**config.mk**
```make
export PLATFORM = sky130hd
export DESIGN_NAME = fdc_top
export DESIGN_NICKNAME = d
export VERILOG_FILES = /design/src/common/fdc_cmd_pkg.sv /design/src/common/fdc_status_pkg.sv /design/src/decode/fdc_cmd_decode.sv /design/src/logic/fdc_drive_exec.sv /design/src/logic/fdc_result.sv /design/src/logic/fdc_top.sv
export VERILOG_INCLUDE_DIRS = /design/src /design/src/common
export SDC_FILE = /design/constraint.sdc
export NUM_CORES = 1
export LEC_CHECK = 0
export ABC_CLOCK_PERIOD_IN_PS = 7200
export BUFFER_PORTS_ARGS = -buffer_cell sky130_fd_sc_hd__buf_2
export CELL_PAD_IN_SITES_DETAIL_PLACEMENT = 2
export CELL_PAD_IN_SITES_GLOBAL_PLACEMENT = 2
export CORE_ASPECT_RATIO = 1.5
export CORE_MARGIN = 8
export CORE_UTILIZATION = 42
export DETAILED_ROUTE_END_ITERATION = 12
export PLACE_DENSITY = 0.9
export SLEW_MARGIN = 20
export SYNTH_ARGS = -nofsm -noshare
export SYNTH_HDL_FRONTEND = slang
export SYNTH_HIERARCHICAL = 1
export SYNTH_SLANG_ARGS = --single-unit
```
**constraint.sdc**
```tcl
create_clock -name clk_sys -period 7.2 [get_ports clk_sys]
set_clock_uncertainty 0.2 [all_clocks]
set_input_delay 0.36 -clock clk_sys [delete_from_list [all_inputs] [get_ports clk_sys]]
set_output_delay 0.36 -clock clk_sys [all_outputs]
set_load 0.005 [all_outputs]
```
**src/common/fdc_macros.svh**
```systemverilog
// ======================================
// shared widths, status codes and bit positions for the FDC
// include wherever these constants are needed
// ======================================
`ifndef FDC_MACROS_SVH
`define FDC_MACROS_SVH

// host data bus
`define FDC_DATA_W 8

// ST0 values returned by SENSE INTERRUPT STATUS / invalid commands
`define FDC_ST0_SEEK_END 8'h20
`define FDC_ST0_SEEK_ERR 8'hE8
`define FDC_ST0_INVALID  8'h80

// main status register bits
`define FDC_MSR_CB  4
`define FDC_MSR_DIO 6
`define FDC_MSR_RQM 7

// ST3 bits
`define FDC_ST3_T0 4
`define FDC_ST3_WP 6

// max bytes in one result phase
`define FDC_MAX_RESULTS 2

`endif

```
**src/common/fdc_cmd_pkg.sv**
```systemverilog
// ======================================
// command side types: bus bytes, cylinders, opcodes
// and the decoded command handed from decode to execute
// ======================================
`include "fdc_macros.svh"

package fdc_cmd_pkg;

	// one byte on the host bus
	typedef logic [`FDC_DATA_W-1:0] fdc_byte_t;

	// cylinder number, same width as a bus byte
	typedef logic [`FDC_DATA_W-1:0] fdc_cyl_t;

	// supported commands, everything else lands on OP_INVALID
	typedef enum logic [2:0] {
		OP_SEEK,
		OP_RECAL,
		OP_SPECIFY,
		OP_SENSE_INT,
		OP_SENSE_DRIVE,
		OP_INVALID
	} fdc_op_t;

	// ======================================
	// decoded command, 12 bits
	// ======================================
	typedef struct packed {
		fdc_op_t  op;    // classified opcode
		logic     drive; // bit 0 of first parameter
		fdc_cyl_t ncn;   // new cylinder, SEEK only
	} fdc_cmd_t;

endpackage

```
**src/common/fdc_status_pkg.sv**
```systemverilog
// ======================================
// status side types: the result record from execute
// and the main status register seen by the host
// ======================================
`include "fdc_macros.svh"

package fdc_status_pkg;

	import fdc_cmd_pkg::*;

	// ======================================
	// result record, 18 bits
	// ======================================
	// count of zero means the command has no result phase.
	// bytes[0] is the first byte the host reads
	typedef struct packed {
		logic [1:0] count;
		fdc_byte_t [0:`FDC_MAX_RESULTS-1] bytes;
	} fdc_result_t;

	// main status register, RQM / DIO / CB used here
	typedef logic [7:0] fdc_msr_t;

endpackage

```
**src/decode/fdc_cmd_decode.sv**
```systemverilog
// ======================================
// host strobe edge detect and command byte collection
// emits one decoded command per complete byte sequence
// ======================================
`timescale 1ns/1ps

module fdc_cmd_decode
	import fdc_cmd_pkg::*;
(
	input  logic      clk_sys,
	input  logic      reset,
	input  logic      a0,
	input  logic      rd_n,
	input  logic      wr_n,
	input  fdc_byte_t din,
	input  logic      result_busy, // host must drain results first
	output logic      rd_pulse,
	output fdc_cmd_t  cmd,
	output logic      cmd_valid,
	output logic      collecting
);

	typedef enum logic [1:0] {
		ST_IDLE,
		ST_COLLECT,
		ST_DONE
	} dec_state_t;

	dec_state_t state;
	logic       wr_last;
	logic       rd_last;
	logic       wr_pulse;
	logic [1:0] left;     // parameter bytes still to come
	logic       first;    // next byte is the drive select byte
	logic       wr_byte;
	fdc_op_t    op_in;
	logic [1:0] n_params;

	// ======================================
	// strobe edges
	// ======================================
	always_ff @(posedge clk_sys) begin
		if (reset) begin
			wr_last  <= 1'b1;
			rd_last  <= 1'b1;
			wr_pulse <= 1'b0;
			rd_pulse <= 1'b0;
		end else begin
			wr_last  <= wr_n;
			rd_last  <= rd_n;
			wr_pulse <= wr_last & ~wr_n; // high then low
			rd_pulse <= rd_last & ~rd_n;
		end
	end

	// data register writes only, dropped during a result phase
	assign wr_byte = wr_pulse & a0 & ~result_busy;

	// opcode classification, upper three bits must be zero
	always_comb begin
		op_in    = OP_INVALID;
		n_params = 2'd0;
		if (din[7:5] == 3'b000) begin
			case (din[4:0])
				5'h0F: begin
					op_in    = OP_SEEK;
					n_params = 2'd2;
				end
				5'h07: begin
					op_in    = OP_RECAL;
					n_params = 2'd1;
				end
				5'h03: begin
					op_in    = OP_SPECIFY;
					n_params = 2'd2;
				end
				5'h08: op_in = OP_SENSE_INT;
				5'h04: begin
					op_in    = OP_SENSE_DRIVE;
					n_params = 2'd1;
				end
				default: op_in = OP_INVALID;
			endcase
		end
	end

	// ======================================
	// command FSM
	// ======================================
	always_ff @(posedge clk_sys) begin
		if (reset) begin
			state <= ST_IDLE;
			left  <= 2'd0;
			first <= 1'b0;
		end else begin
			case (state)
				ST_IDLE: if (wr_byte) begin
					left  <= n_params;
					first <= 1'b1;
					state <= (n_params == 2'd0) ? ST_DONE : ST_COLLECT;
				end
				ST_COLLECT: if (wr_byte) begin
					first <= 1'b0;
					left  <= left - 2'd1;
					if (left == 2'd1)
						state <= ST_DONE;
				end
				default: state <= ST_IDLE; // done lasts one cycle
			endcase
		end
	end

	// command payload
	always_ff @(posedge clk_sys) begin
		if (state == ST_IDLE && wr_byte) begin
			cmd.op    <= op_in;
			cmd.drive <= 1'b0;
			cmd.ncn   <= '0;
		end else if (state == ST_COLLECT && wr_byte) begin
			if (first)
				cmd.drive <= din[0];
			else
				cmd.ncn <= din; // second parameter
		end
	end

	assign cmd_valid  = (state == ST_DONE);
	assign collecting = (state == ST_COLLECT);

	// results must be fully read before the next command can complete
	a_no_cmd_in_result: assert property (@(posedge clk_sys) disable iff (reset)
		cmd_valid |-> !result_busy);

endmodule

```
**src/logic/fdc_drive_exec.sv**
```systemverilog
// ======================================
// drive state and single cycle command execution
// builds the result record for the result stage
// ======================================
`timescale 1ns/1ps
`include "fdc_macros.svh"

module fdc_drive_exec
	import fdc_cmd_pkg::*;
	import fdc_status_pkg::*;
(
	input  logic        clk_sys,
	input  logic        reset,
	input  fdc_cmd_t    cmd,
	input  logic        cmd_valid,
	input  logic        img_mounted,
	input  fdc_cyl_t    img_tracks,
	output fdc_result_t res,
	output logic        res_valid,
	output logic        busy
);

	fdc_cyl_t    pcn;      // present cylinder
	fdc_byte_t   st0;
	logic        int_pend; // seek/recal finished, not yet sensed
	fdc_byte_t   st3;
	logic        seek_ok;
	fdc_result_t res_d;

	assign seek_ok = (cmd.ncn == '0) || (img_mounted && (cmd.ncn < img_tracks));

	always_comb begin
		st3 = '0;
		st3[`FDC_ST3_WP] = ~img_mounted;
		st3[`FDC_ST3_T0] = (pcn == '0);
	end

	// ======================================
	// result record per command
	// ======================================
	always_comb begin
		res_d = '0;
		case (cmd.op)
			OP_SENSE_INT: if (int_pend) begin
				res_d.count    = 2'd2;
				res_d.bytes[0] = st0;
				res_d.bytes[1] = pcn;
			end else begin
				res_d.count    = 2'd1; // nothing pending, treated as invalid
				res_d.bytes[0] = `FDC_ST0_INVALID;
			end
			OP_SENSE_DRIVE: begin
				res_d.count    = 2'd1;
				res_d.bytes[0] = cmd.drive ? 8'h01 : st3;
			end
			OP_INVALID: begin
				res_d.count    = 2'd1;
				res_d.bytes[0] = `FDC_ST0_INVALID;
			end
			default: res_d.count = 2'd0; // seek, recal, specify
		endcase
	end

	always_ff @(posedge clk_sys) begin
		if (reset) begin
			pcn       <= '0;
			st0       <= '0;
			int_pend  <= 1'b0;
			res_valid <= 1'b0;
		end else begin
			res_valid <= cmd_valid;
			if (cmd_valid) begin
				case (cmd.op)
					OP_SEEK: begin
						int_pend <= 1'b1;
						if (seek_ok) begin
							pcn <= cmd.ncn;
							st0 <= `FDC_ST0_SEEK_END;
						end else begin
							st0 <= `FDC_ST0_SEEK_ERR; // cylinder stays
						end
					end
					OP_RECAL: begin
						pcn      <= '0;
						st0      <= `FDC_ST0_SEEK_END;
						int_pend <= 1'b1;
					end
					OP_SENSE_INT: int_pend <= 1'b0;
					default: ;
				endcase
			end
		end
	end

	always_ff @(posedge clk_sys) begin
		if (cmd_valid)
			res <= res_d;
	end

	assign busy = cmd_valid; // the execute cycle

	// a completed seek never parks the head past the disk
	a_seek_in_range: assert property (@(posedge clk_sys) disable iff (reset)
		(cmd_valid && cmd.op == OP_SEEK && seek_ok)
		|=> ((pcn == '0) || (pcn < $past(img_tracks))));

endmodule

```
**src/logic/fdc_result.sv**
```systemverilog
// ======================================
// result byte sequencing, main status register
// and the host read data register
// ======================================
`timescale 1ns/1ps
`include "fdc_macros.svh"

module fdc_result
	import fdc_cmd_pkg::*;
	import fdc_status_pkg::*;
(
	input  logic        clk_sys,
	input  logic        reset,
	input  logic        a0,
	input  logic        rd_pulse,
	input  logic        collecting,  // decode waits for parameters
	input  logic        busy,        // execute cycle
	input  fdc_result_t res,
	input  logic        res_valid,
	output logic        result_busy,
	output fdc_byte_t   dout
);

	fdc_result_t rec;       // held result record
	logic [1:0]  idx;       // next byte to hand out
	logic        res_phase;
	logic        last_byte;
	fdc_msr_t    msr;

	// result phase starts as soon as a record with bytes arrives
	assign res_phase = result_busy | (res_valid & (res.count != 2'd0));
	assign last_byte = ((idx + 2'd1) == rec.count);

	// ======================================
	// main status register
	// ======================================
	always_comb begin
		msr = '0;
		msr[`FDC_MSR_RQM] = ~busy;
		msr[`FDC_MSR_DIO] = res_phase;                      // data to host
		msr[`FDC_MSR_CB]  = busy | collecting | res_phase; // command in progress
	end

	always_ff @(posedge clk_sys) begin
		if (reset) begin
			result_busy <= 1'b0;
			idx         <= 2'd0;
			dout        <= 8'hFF;
		end else begin
			if (res_valid && res.count != 2'd0) begin
				result_busy <= 1'b1;
				idx         <= 2'd0;
			end

			if (rd_pulse) begin
				if (!a0) begin
					dout <= msr;
				end else if (result_busy) begin
					dout <= rec.bytes[idx[0]];
					idx  <= idx + 2'd1;
					if (last_byte)
						result_busy <= 1'b0; // back to idle
				end else begin
					dout <= 8'hFF; // no result pending
				end
			end
		end
	end

	// record payload
	always_ff @(posedge clk_sys) begin
		if (res_valid)
			rec <= res;
	end

	// sequencing stops at the last byte of the record
	a_idx_in_range: assert property (@(posedge clk_sys) disable iff (reset)
		result_busy |-> (idx < rec.count));

endmodule

```
**src/logic/fdc_top.sv**
```systemverilog
// ======================================
// FDC command/status path top level
// host bus in, disk presence and track count in, read data out
// ======================================
`timescale 1ns/1ps

module fdc_top
	import fdc_cmd_pkg::*;
	import fdc_status_pkg::*;
(
	input  logic      clk_sys,
	input  logic      reset,
	input  logic      a0,
	input  logic      rd_n,        // active low read strobe
	input  logic      wr_n,        // active low write strobe
	input  fdc_byte_t din,
	output fdc_byte_t dout,
	input  logic      img_mounted, // disk present
	input  fdc_cyl_t  img_tracks   // cylinders on the disk
);

	logic        rd_pulse;
	fdc_cmd_t    cmd;
	logic        cmd_valid;
	logic        collecting;
	fdc_result_t res;
	logic        res_valid;
	logic        busy;
	logic        result_busy;

	// strobe edges, opcode and parameters
	fdc_cmd_decode i_decode (
		.clk_sys     (clk_sys),
		.reset       (reset),
		.a0          (a0),
		.rd_n        (rd_n),
		.wr_n        (wr_n),
		.din         (din),
		.result_busy (result_busy),
		.rd_pulse    (rd_pulse),
		.cmd         (cmd),
		.cmd_valid   (cmd_valid),
		.collecting  (collecting)
	);

	// drive state and one cycle execution
	fdc_drive_exec i_exec (
		.clk_sys     (clk_sys),
		.reset       (reset),
		.cmd         (cmd),
		.cmd_valid   (cmd_valid),
		.img_mounted (img_mounted),
		.img_tracks  (img_tracks),
		.res         (res),
		.res_valid   (res_valid),
		.busy        (busy)
	);

	// result phase, MSR and read data
	fdc_result i_result (
		.clk_sys     (clk_sys),
		.reset       (reset),
		.a0          (a0),
		.rd_pulse    (rd_pulse),
		.collecting  (collecting),
		.busy        (busy),
		.res         (res),
		.res_valid   (res_valid),
		.result_busy (result_busy),
		.dout        (dout)
	);

endmodule

```
# == After elaboration in Yosys (flattened, before gate mapping) ==
# Cells that the tools add are included.
# classes
magnitude_cmp,2
addsub,2
muxes,37
n_reduce_logical,27
eq_ne,17
n_bitwise,15
# op_table
op,n
$mux W8,7
$pmux W8 S2,2
$pmux W8 S3,1
$mux W2,11
$logic_not A8 Y1,2
$pmux W2 S2,4
$pmux W3 S5,1
$eq A5 B3 Y1 const B,2
$eq A5 B4 Y1 const B,2
$mux W10,1
$reduce_and A2 Y1,5
$reduce_and A3 Y1,3
$lt A8 B8 Y1,1
$reduce_bool A2 Y1,4
$reduce_or A2 Y1,4
$mux W1,7
$mux W7,1
$eq A3 B3 Y1 const B,2
$logic_not A3 Y1,2
$not A1 Y1,6
$and A1 B1 Y1,5
$eq A5 B2 Y1 const B,1
$eq A2 B1 Y1 const B,2
$logic_and A1 B1 Y1,4
14 further kinds,20
# word_totals
output_inout_bits,8
elab_cells,123
input_bits,22
reg_bits,86

# == Longest topological paths before layout ==
# logic_depth
ltp_word,8
mapped_depth,8
mapped_depth_nobuf,7

# == Modules after synthesis ==
# The synthesis kept the hierarchy.
# by_module_without_submodules
module,seq_area_each_um2,area_per_inst_um2,n_inst,cells_per_inst
fdc_drive_exec,720.7,1255.0,1,106
fdc_result,760.7,1142.3,1,82
fdc_cmd_decode,450.4,1029.7,1,117

# == Worst setup path after synthesis ==
# OpenSTA, ideal clock, no wires.
# synth_timing
path_type,flip-flop to flip-flop
startpoint,register i_decode.state[0]
endpoint,register i_exec.pcn[0]
path_slack_ns,4.575
n_path_buf,2
synth_period_minus_slack_ns,2.625
arrival_time_ns,2.308
setup_time_ns,0.117
path_stages_with_launch,8
cell_sequence,dfxtp_1 buf_2 nor2b_1 nor3b_1 nor2_1 a31o_1 buf_6 a22o_1
# synth_via
elab_chain_cells,2
# synth_lines
item,line_no,source
"start, declared",fdc_cmd_decode.sv:29,dec_state_t state;
"start signal, assigned",fdc_cmd_decode.sv:100,state <= (n_params == 2'd0) ? ST_DONE : ST_COLLECT;
$eq A2 B2 Y1,fdc_cmd_decode.sv:127,assign cmd_valid = (state == ST_DONE);
via cmd_valid,fdc_top.sv:24,logic cmd_valid;
$reduce_and A3 Y1 (no source line),n/a,
"end signal, assigned",fdc_drive_exec.sv:77,pcn <= cmd.ncn;
"end, declared",fdc_drive_exec.sv:23,fdc_cyl_t pcn;
# The timed path passes the listed nets, and every way through them passes these cells.
# A chain may end at the register's enable or synchronous reset.

# == Final worst setup path ==
# layout_timing
startpoint,register i_result.result_busy
endpoint,"register, netlist name i_decode/cmd[11]"
# layout_via
elab_chain_cells,3
# layout_lines
item,line_no,source
"start, declared",fdc_result.sv:20,"output logic result_busy,"
"start signal, assigned",fdc_result.sv:46,result_busy <= 1'b0;
"start signal, assigned",fdc_result.sv:51,result_busy <= 1'b1;
"start signal, assigned",fdc_result.sv:62,result_busy <= 1'b0;
$not A1 Y1,fdc_cmd_decode.sv:57,assign wr_byte = wr_pulse & a0 & ~result_busy;
$and A1 B1 Y1,fdc_cmd_decode.sv:57,
$logic_and A1 B1 Y1,fdc_cmd_decode.sv:115,if (state == ST_IDLE && wr_byte) begin
# Every way passes these cells.

==> flow_metrics.py <==
metrics = {
    "drt": {
        "drtPass1Iterations": 4,
        "wl_um": 8740,
        "detail-route-antenna-nets": 0,
        "via_count": 2389,
        "dr.first_iter.drc_count": 85,
        "viasPerCell": 5.45,
        "wl_per_cell_um": 19.9,
        "drc": 0,
    },
    "die": {
        "core_um2": 7960,
        "pin_count": 30,
        "row_count": 40,
        "die_h_um": 127,
        "die-area_um2": 11400,
        "fp.dieW_um": 89.8,
        "initial_core_util_pct": 43.1,
    },
    "place": {
        "io_buffers": 29,
        "hpwlAfterDp_um": 6000,
        "dpl_worst_slack_ns": 4.59,
        "gp_congestion": 0.706,
    },
    "synthesis": {
        "yosys-top-cells-count": "41 x dfxtp_1, 37 x edfxtp_1, 19 x inv_1",
        "synth_area_um2": 3430,
        "ys_seq_area_share_pct": 56.4,
        "synth_top_area_share_pct": 32.4,
        "syn_inst": 305,
        "ys_async_sr_fraction_pct": 0,
        "synth-edff-count": 37,
        "ys.flop_type": "dfxtp_1",
        "synth_most_common_cell": "dfxtp_1",
        "yosysUniqueCellTypes": 52,
        "avgSynthCellArea_um2": 11.2,
        "synth_seq_cells": 78,
        "synth_area_leaders": "edfxtp_1 32%, dfxtp_1 24%, a22o_1 4.3%",
        "synth_warnings": 6,
        "synth_largest_area_cell": "edfxtp_1",
    },
    "sta": {
        "tightest_slew_ns": 1.02,
        "rsz0062_at_grt": "no",
        "max_freq_ghz": 0.372,
        "slew_violations": 0,
        "period_needed_ns": 2.69,
        "fin_ws_ns": 4.51,
        "totalNegativeSetupSlack_ns": 0,
        "slew_headroom_pct": 31.7,
        "fin_crit_sh_pct": 37.4,
        "hold_viol": 0,
        "finalSetupViolCount": 0,
    },
    "flow_run": {
        "cap_violations": 0,
    },
    "clock_network": {
        "htree_levels": 3,
        "post_cts_buffers": 0,
        "ctsRootBufferMaster": "clkbuf_16",
        "ctsHoldBuffers": 0,
        "cts_tree": "built",
        "ctsResizeCount": 0,
        "cts.sinks": 78,
        "clock_latency_ns": 0.34,
        "cts_buffers": 9,
        "clockBufferDepth": 2,
        "clk_pin_slew_ns": 0.06,
    },
    "critical_path": {
        "max_stage_delay_ns": 0.96,
        "crit_buf_inv": 1,
        "reg2reg_from": "i_result/result_busy",
        "cp_data_arrival_time_ns": 2.53,
        "crit_required_ns": 7.04,
        "crit_path_top_delay_cell": "nand4bb_1",
        "endpoint_kind": "register",
        "path_max_fanout": 26,
        "cp-startpoint": "i_result/result_busy",
        "worst-setup-path-type": "register to register",
        "cp_cell_sequence": "nand4bb_1, or2_2, inv_1",
        "crit_family": "simple AND/OR/NAND/NOR gates",
        "crit_path_start_kind": "register",
    },
    "final_layout": {
        "drive_gt1_share_pct": 15.9,
        "fin_util_pct": 49.2,
        "final_nets": 358,
        "syn_to_final_growth_pct": 14.3,
        "diodes": 0,
    },
    "global_route": {
        "grt_pass1_vias": 2755,
        "grt_pass1_wl_um": 14600,
        "grt-ovfl-total": 0,
        "antenna_found_initial": 0,
        "grt.total_usage_pct": 16.3,
        "grt_max_degree": 27,
    },
    "pwr": {
        "ir_drop_v": 0.000141,
        "power_density_nw_per_um2": 257,
        "p_leak_nw": 1.52,
    },
    "min_path": {
        "worstHoldPathType": "input pin to register",
        "min_from": "wr_n",
    },
    "outcome": {
        "status": "completed",
    },
}
==> registers in the layout (all words and copies together), names as in the netlist <==
signal,cells
i_exec/pcn,8
i_result/result_busy,1
i_decode/rd_pulse,1
i_exec/st0,2
i_decode/rd_last,1
i_decode/cmd,12
i_decode/left,2
i_decode/first,1
i_decode/wr_last,1
i_result/rec,18
i_result/idx,2
i_exec/int_pend,1
i_exec/res_valid,1
i_decode/wr_pulse,1
i_result/dout,8
i_decode/state,2
i_exec/res,16
==> metal layers <==
metal	track usage, %	wire, um
met3	3.78	215
met4	7.61	208
met2	30.7	4900
met5	0	0
met1	16.5	3410
==> cells in the final DEF, fill, tap and decap left out, types with 5 or more instances in the layout <==
cell type,count
dfxtp_1,41
ha_1,8
buf_2,29
nand2b_1,12
nor2_1,13
and2_1,10
a22o_1,17
inv_1,19
nand2_1,17
nand3_1,5
mux2i_1,9
a211o_1,8
clkbuf_16,9
nor4_1,6
edfxtp_1,37
o21ai_0,13
a21oi_1,13
nor2b_1,7
==> area by class of cell <==
| cell class | count | area [um^2] |
|---|---|---|
| fill | 825 | 4040 |
| sequential | 78 | 1930 |
| multi-input combinational | 190 | 1310 |
| clock buffer | 10 | 239 |
| timing repair buffer | 30 | 153 |
| tap | 105 | 131 |
| clock inverter | 6 | 85.1 |
| inverter | 19 | 71.3 |
==> final timing paths <==
check,endpoint,slack [ns],cells after the start
setup / recovery,i_decode/cmd[11],4.51,3
hold reg to reg,i_decode/rd_pulse,0.22,2
setup reg to reg,i_decode/cmd[11],4.51,3
hold / removal,i_decode/wr_last,0.03,2
==> stage by stage <==
| stage | hold slack (ns) | cells | total power, mW | instance area, um^2 |
|---|---|---|---|---|
| 5_1_grt | 0.0380 | 438 | 1.04 | 3920 |
| 2_1_floorplan | 0.192 | 306 | 0.510 | 3430 |
| 4_1_cts | 0.0208 | 438 | 1.02 | 3920 |
| 6_report | 0.0333 | 438 | 1.01 | 3920 |
| 3_5_place_dp | 0.208 | 422 | 0.528 | 3590 |
| 3_3_place_gp | 0.199 | 422 | 0.525 | 3590 |
==> power by group <==
part | switching [mW] | total (mW) | internal, mW | leakage (nW)
Sequential | 0.00618 | 0.476 | 0.470 | 0.675
Clock | 0.175 | 0.486 | 0.311 | 0.156
Combinational | 0.0253 | 0.0436 | 0.0182 | 0.687
Total | 0.206 | 1.01 | 0.799 | 1.52
==> cells by family after synthesis <==
| group | share of synthesized area (%) |
|---|---|
| AO/OA/AOI/OAI | 15.6 |
| XOR/XNOR | 0.767 |
| adder cells (fa/ha/maj) | 2.92 |
| flip-flops | 56.4 |
| multiplexers | 2.63 |
| buffers and inverters | 5.66 |
| AND/OR/NAND/NOR | 15.9 |
| other | 0.109 |
==> worst register-to-register path: stages (launching register included) <==
cell and delay [ns]:
dfxtp_1 0.46, nand4bb_1 0.96, or2_2 0.66, inv_1 0.13
Note: power is estimated with default switching activity, not from simulation.
